--- config.mk ---
export PLATFORM = sky130hd
export DESIGN_NAME = mrp_logger_top
export DESIGN_NICKNAME = d
export VERILOG_FILES = /design/src/mrp_pkg.sv /design/src/mrp_logger_top.sv /design/src/mrp_log_reader.sv /design/src/mrp_log_buffer.sv /design/src/mrp_hdr_capture.sv
export SDC_FILE = /design/constraint.sdc
export NUM_CORES = 1
export LEC_CHECK = 0
export BUFFER_PORTS_ARGS = -buffer_cell sky130_fd_sc_hd__buf_2
export CORE_UTILIZATION = 36
export DETAILED_ROUTE_END_ITERATION = 8
export GPL_ROUTABILITY_DRIVEN = 1
export GPL_TIMING_DRIVEN = 0
export HOLD_SLACK_MARGIN = 0.02
export PLACE_DENSITY_LB_ADDON = 0.05
export SLEW_MARGIN = 40
export SYNTH_ARGS = -nofsm -noshare
export SYNTH_HDL_FRONTEND = slang
export SYNTH_HIERARCHICAL = 1
export SYNTH_SLANG_ARGS = --single-unit
--- constraint.sdc ---
create_clock -name clk -period 5.29 [get_ports clk]
set_input_delay 0.529 -clock clk [delete_from_list [all_inputs] [get_ports clk]]
set_output_delay 0.529 -clock clk [all_outputs]
set_load 0.05 [all_outputs]
--- src/mrp_pkg.sv ---
`default_nettype none

package mrp_pkg;

    // receive stream fields.
    localparam int mac_data_w = 64;
    localparam int mac_padbytes_w = 3;
    localparam int chksum_w = 16;

    // one log entry is the low part of the first beat.
    localparam int hdr_w = 48;

    // packet and entry counters.
    localparam int cnt_w = 32;

    // log ring holds 2**log_depth_log2 entries.
    localparam int log_depth_log2 = 4;

    // command and response words.
    localparam int cmd_w = 64;

    // opcode field sits in the top two bits of a command.
    localparam int op_w = 2;
    localparam int op_lsb = 62;

    // read the received packet count.
    localparam logic [op_w-1:0] op_rd_recv = 2'd0;

    // read the dropped packet count.
    localparam logic [op_w-1:0] op_rd_drop = 2'd1;

    // read one log entry, index in the low command bits.
    localparam logic [op_w-1:0] op_rd_entry = 2'd2;

    // read the number of entries ever written.
    localparam logic [op_w-1:0] op_rd_wr_count = 2'd3;

endpackage

`default_nettype wire
--- src/mrp_logger_top.sv ---
`timescale 1ns/1ns
`default_nettype none

module mrp_logger_top (
    input  wire                                clk,
    input  wire                                rst,
    input  wire                                rx_data_val,
    input  wire  [mrp_pkg::mac_data_w-1:0]     rx_data,
    input  wire                                rx_last,
    // the logger only reads the first beat and never uses the pad count.
    input  wire  [mrp_pkg::mac_padbytes_w-1:0] rx_padbytes,
    input  wire                                rx_rdy,
    input  wire  [mrp_pkg::chksum_w-1:0]       chksum,
    input  wire                                cmd_queue_empty,
    input  wire  [mrp_pkg::cmd_w-1:0]          cmd_queue_rd_data,
    output logic                               cmd_queue_rd_req,
    output logic                               rd_resp_val,
    output logic [mrp_pkg::cmd_w-1:0]          rd_resp_data
);

    logic                               hdr_val;
    logic [mrp_pkg::hdr_w-1:0]          hdr;
    logic [mrp_pkg::cnt_w-1:0]          pkts_recv;
    logic [mrp_pkg::cnt_w-1:0]          pkts_dropped;
    logic [mrp_pkg::cnt_w-1:0]          wr_count;
    logic [mrp_pkg::log_depth_log2-1:0] buf_rd_addr;
    logic [mrp_pkg::hdr_w-1:0]          buf_rd_data;

    mrp_hdr_capture capture0 (
        .clk          (clk),
        .rst          (rst),
        .rx_data_val  (rx_data_val),
        .rx_data      (rx_data),
        .rx_last      (rx_last),
        .rx_rdy       (rx_rdy),
        .chksum       (chksum),
        .hdr_val      (hdr_val),
        .hdr          (hdr),
        .pkts_recv    (pkts_recv),
        .pkts_dropped (pkts_dropped)
    );

    mrp_log_buffer buffer0 (
        .clk      (clk),
        .rst      (rst),
        .hdr_val  (hdr_val),
        .hdr      (hdr),
        .rd_addr  (buf_rd_addr),
        .rd_data  (buf_rd_data),
        .wr_count (wr_count)
    );

    mrp_log_reader reader0 (
        .clk               (clk),
        .rst               (rst),
        .cmd_queue_empty   (cmd_queue_empty),
        .cmd_queue_rd_data (cmd_queue_rd_data),
        .pkts_recv         (pkts_recv),
        .pkts_dropped      (pkts_dropped),
        .wr_count          (wr_count),
        .buf_rd_data       (buf_rd_data),
        .cmd_queue_rd_req  (cmd_queue_rd_req),
        .buf_rd_addr       (buf_rd_addr),
        .rd_resp_val       (rd_resp_val),
        .rd_resp_data      (rd_resp_data)
    );

endmodule

`default_nettype wire

--- src/mrp_log_reader.sv ---
`timescale 1ns/1ns
`default_nettype none

module mrp_log_reader (
    input  wire                                clk,
    input  wire                                rst,
    input  wire                                cmd_queue_empty,
    input  wire  [mrp_pkg::cmd_w-1:0]          cmd_queue_rd_data,
    input  wire  [mrp_pkg::cnt_w-1:0]          pkts_recv,
    input  wire  [mrp_pkg::cnt_w-1:0]          pkts_dropped,
    input  wire  [mrp_pkg::cnt_w-1:0]          wr_count,
    input  wire  [mrp_pkg::hdr_w-1:0]          buf_rd_data,
    output logic                               cmd_queue_rd_req,
    output logic [mrp_pkg::log_depth_log2-1:0] buf_rd_addr,
    output logic                               rd_resp_val,
    output logic [mrp_pkg::cmd_w-1:0]          rd_resp_data
);

    typedef enum logic [1:0] {
        st_idle = 2'd0,
        st_addr = 2'd1,
        st_resp = 2'd2
    } state_t;

    state_t state_reg;
    state_t state_next;

    logic [mrp_pkg::op_w-1:0]  op_reg;
    logic [mrp_pkg::cmd_w-1:0] resp_next;

    // pop the head command as soon as we are free.
    assign cmd_queue_rd_req = (state_reg == st_idle) & ~cmd_queue_empty;

    // the head is already visible, so the buffer sees the index at the pop edge.
    assign buf_rd_addr = cmd_queue_rd_data[mrp_pkg::log_depth_log2-1:0];

    always_comb begin
        state_next = state_reg;
        case (state_reg)
            st_idle: begin
                if (cmd_queue_rd_req) begin
                    state_next = st_addr;
                end
            end
            st_addr: begin
                state_next = st_resp;
            end
            st_resp: begin
                state_next = st_idle;
            end
            default: begin
                state_next = st_idle;
            end
        endcase
    end

    // everything is zero-extended to the response width.
    always_comb begin
        resp_next = '0;
        case (op_reg)
            mrp_pkg::op_rd_recv: resp_next[mrp_pkg::cnt_w-1:0] = pkts_recv;
            mrp_pkg::op_rd_drop: resp_next[mrp_pkg::cnt_w-1:0] = pkts_dropped;
            mrp_pkg::op_rd_entry: resp_next[mrp_pkg::hdr_w-1:0] = buf_rd_data;
            default: resp_next[mrp_pkg::cnt_w-1:0] = wr_count;
        endcase
    end

    always_ff @(posedge clk) begin
        if (rst) begin
            state_reg <= st_idle;
            rd_resp_val <= 1'b0;
        end else begin
            state_reg <= state_next;
            rd_resp_val <= (state_reg == st_addr);
        end
    end

    always_ff @(posedge clk) begin
        if (cmd_queue_rd_req) begin
            op_reg <= cmd_queue_rd_data[mrp_pkg::op_lsb +: mrp_pkg::op_w];
        end
        if (state_reg == st_addr) begin
            rd_resp_data <= resp_next;
        end
    end

endmodule

`default_nettype wire

--- src/mrp_log_buffer.sv ---
`timescale 1ns/1ns
`default_nettype none

module mrp_log_buffer (
    input  wire                                clk,
    input  wire                                rst,
    input  wire                                hdr_val,
    input  wire  [mrp_pkg::hdr_w-1:0]          hdr,
    input  wire  [mrp_pkg::log_depth_log2-1:0] rd_addr,
    output logic [mrp_pkg::hdr_w-1:0]          rd_data,
    output logic [mrp_pkg::cnt_w-1:0]          wr_count
);

    logic [mrp_pkg::hdr_w-1:0] mem [2**mrp_pkg::log_depth_log2];

    logic [mrp_pkg::log_depth_log2-1:0] wr_ptr;

    // write pointer wraps with the count, so the oldest entry goes first.
    assign wr_ptr = wr_count[mrp_pkg::log_depth_log2-1:0];

    always_ff @(posedge clk) begin
        if (hdr_val) begin
            mem[wr_ptr] <= hdr;
        end
    end

    // registered read port.
    always_ff @(posedge clk) begin
        rd_data <= mem[rd_addr];
    end

    always_ff @(posedge clk) begin
        if (rst) begin
            wr_count <= '0;
        end else if (hdr_val) begin
            wr_count <= wr_count + 1'b1;
        end
    end

endmodule

`default_nettype wire

--- src/mrp_hdr_capture.sv ---
`timescale 1ns/1ns
`default_nettype none

module mrp_hdr_capture (
    input  wire                            clk,
    input  wire                            rst,
    input  wire                            rx_data_val,
    input  wire  [mrp_pkg::mac_data_w-1:0] rx_data,
    input  wire                            rx_last,
    input  wire                            rx_rdy,
    input  wire  [mrp_pkg::chksum_w-1:0]   chksum,
    output logic                           hdr_val,
    output logic [mrp_pkg::hdr_w-1:0]      hdr,
    output logic [mrp_pkg::cnt_w-1:0]      pkts_recv,
    output logic [mrp_pkg::cnt_w-1:0]      pkts_dropped
);

    typedef enum logic {
        st_idle   = 1'b0,
        st_in_pkt = 1'b1
    } state_t;

    state_t state_reg;
    state_t state_next;

    logic beat_acc;
    logic first_beat;

    assign beat_acc = rx_data_val & rx_rdy;

    // only a beat accepted while idle opens a packet.
    assign first_beat = beat_acc & (state_reg == st_idle);

    always_comb begin
        state_next = state_reg;
        case (state_reg)
            st_idle: begin
                // a single-beat packet never leaves idle.
                if (first_beat & ~rx_last) begin
                    state_next = st_in_pkt;
                end
            end
            st_in_pkt: begin
                if (beat_acc & rx_last) begin
                    state_next = st_idle;
                end
            end
            default: begin
                state_next = st_idle;
            end
        endcase
    end

    always_ff @(posedge clk) begin
        if (rst) begin
            state_reg <= st_idle;
            hdr_val <= 1'b0;
            pkts_recv <= '0;
            pkts_dropped <= '0;
        end else begin
            state_reg <= state_next;
            hdr_val <= first_beat;
            if (first_beat) begin
                pkts_recv <= pkts_recv + 1'b1;
                // a bad checksum is only counted and the entry is still logged.
                if (chksum != '0) begin
                    pkts_dropped <= pkts_dropped + 1'b1;
                end
            end
        end
    end

    always_ff @(posedge clk) begin
        if (first_beat) begin
            hdr <= rx_data[mrp_pkg::hdr_w-1:0];
        end
    end

endmodule

`default_nettype wire

==> flow_summary.toml <==
[global_route]
grt_first_pass_wirelength_microns = 147000
grt_max_degree = 35
grt-ovfl-total = 0
grt_usage = 0.190
antenna_found_initial = 8
grt_pass1_vias = 20500

[route]
vias = 19600
drt-pass1-iter-count = 5
vias_per_cell = 5.28
wire_per_inst_microns = 27.3
drc_errors = 0
drt_iter0_markers = 1555
drt_wl_total_microns = 102000
final_antenna_net_count = 0

[synthesis]
yosysSeqAreaShare = 0.746
syn_avg_cell_area_sq_um = 20.5
yosysWarnings = 6
synth_common_cells = "edfxtp_1, mux4_2, dfxtp_1"
syn_inst = 1897
ys_types = 50
synth.largest_area_cell = "edfxtp_1"
synth_ff_type = "edfxtp_1"
syn_area_sq_um = 38900
synth_most_common_cell = "edfxtp_1"
synth_edf_count = 866
synth_area_leaders = "edfxtp_1, mux4_2, dfxtp_1"
synth-seq-cells = 1015
synth_top_area_frac = 0.669
synthArstFlopShare = 0

[power]
powerDensity_nw_per_um2 = 376
irDropWorstVdd_v = 0.000233
p_clk_frac = 0.447
p_int_mw = 13.7
p_leak_nw = 14.9
seqPwrFrac = 0.509
switchingPower_mw = 3.72
combPwrFrac = 0.043
switching_share = 0.214
p_total_mw = 17.4

[sta]
rsz0062_at_grt = "no"
tns_ps = 0
finalMaxSlewViolations = 0
fin_crit_sh = 0.559
setup_violations = 0
finalHoldViolations = 0
fmax_ghz = 0.338
finalWorstSetupSlack_ps = 2340
skew_ps = 20.8
tightest_slew_ps = 850
fin_crit_ps = 2950
relSlewSlack = 0.433
whs_ps = 72.6

[setup_path]
ff2ff_setup_slack_ps = 2340
critical_path.endpoint_type = "flop"
crit_slowest_cell = "dfxtp_1"
cp_cell_sequence = "ha_1 > nand4_1 > inv_6 > nand4_1 > clkbuf_1 > or3_1 > a21oi_1"
max_stage_delay_ps = 510
crit_arrival_ps = 3550
crit_top_cell = "nand4_1"
crit_family = "simple AND/OR/NAND/NOR gates"
crit_buf_inv = 2
cp.required_ps = 5890
crit_type = "reg -> reg"
startpoint_type = "flop"
critPathMaxFanout = 21

[floorplanning]
core_sq_um = 107000
start_util = 0.363
io_pins = 219
die_y_microns = 331
row_count = 120
die_x_microns = 331
dieArea_sq_um = 109000

[finish]
largest_register_ffs = 768
final_area_sq_um = 46200
layout-drive-gt1-share = 0.313
fin_nets = 2379
nFillCells = 9346
utilization = 0.431
syn2layout_area_growth_pct = 18.8
top_register = "buffer0/mem"
fin_cells = 3720

[outcome]
outcome = "complete, no violations"

[cts]
cts-htree-levels = 3
path_clk_slew_ps = 60
clock_latency_ps = 670
cts_hold_buf = 39
post_cts_buffers = 0
clk_path_buf_depth = 3
cts_sinks = 1015
numCtsBuffers = 110
cts_resized = 0
cts_root_buf = "clkbuf_16"
cts_tree = "done"

[placed_design]
hpwl_microns = 64800
placed_area_sq_um = 42100
portBuffers = 121
place_worst_setup_slack_ps = 2180
dpl.cell_count = 3471
gp_congestion = 0.806

[job]
drv_cap = 0

[hold_path]
hold_path.class = "in -> reg"
## power groups by stage
stage / Clock, mW / Combinational, mW / Sequential (mW)
6_report: 7.77 / 0.750 / 8.85
5_1_grt: 8.27 / 0.800 / 8.86
4_1_cts: 7.98 / 0.769 / 8.85
3_5_place_dp: 0 / 0.745 / 9.02
3_3_place_gp: 0 / 0.727 / 9.02
2_1_floorplan: 0 / 0.419 / 9.04
## cells in the final DEF (no fill, tap or decap), drive strengths merged, types with 2 or more instances in the layout
master       synthesis  layout
bufinv               0      13
nand4               25      25
o21ai               11      11
xnor2               11      11
and3                11      11
a21oi               53      53
edfxtp             866     866
clkinvlp             0      10
nor2                48      48
nand3               32      32
inv                 14      16
nor3                 6       6
and2                19      19
nand4b               3       3
mux4               272     272
dfxtp              149     149
and4                15      15
o31ai               38      38
buf                 73     229
clkinv               0      47
mux2                21      21
mux2i                2       2
ha                   6       6
conb                 1      16
nand2               34      34
dlygate4sd3          0      39
xor2                10      10
nor2b               21      21
or4                 39      39
nor3b                3       3
and3b               17      17
nor4                26      26
clkbuf              49     186
or3                 12      12
## path summary, 6_finish.rpt
check                                             from                      to  cells after the start
worst min-delay path                       rx_data[13]        capture0/hdr[13]                      1
worst max-delay path               buffer0/wr_count[0]    buffer0/wr_count[14]                      7
worst max register to register     buffer0/wr_count[0]    buffer0/wr_count[14]                      7
worst min register to register  capture0/pkts_recv[31]  capture0/pkts_recv[31]                      2
## kinds of logic (layout without fill, tap and decap cells)
group	after synthesis	in the layout	share of synthesized area
AOI/OAI and AO/OA	107	107	0.0167
muxes	295	295	0.164
xor gates and xnor gates	21	21	0.00473
other	1	17	0.0000965
buffers and inverters	136	540	0.0171
and+or+nand+nor	316	316	0.0491
DFF	1015	1015	0.746
adders and majority gates	6	6	0.00193
## per-layer routing
metal	routed length, microns	vias up	global-route usage
met2	50000	522	0.317
met4	2110	0	0.0527
li1	-	8550	-
met1	45300	10400	0.260
met3	4150	135	0.0258
met5	0	-	0
## cell type report
type / count / area [sq um] / share of cell area
Timing Repair Buffer: 196 / 1720 / 0.0373
Inverter: 14 / 57.6 / 0.00125
Buffer: 122 / 654 / 0.0142
Clock inverter: 72 / 741 / 0.0160
Antenna cell: 1 / 2.50 / 0.0000542
Tap cell: 1403 / 1760 / 0.0380
Multi-Input combinational cell: 761 / 9300 / 0.202
Clock buffer: 136 / 2940 / 0.0637
Sequential cell: 1015 / 29000 / 0.628
Note: power is estimated with default switching activity, not from simulation.
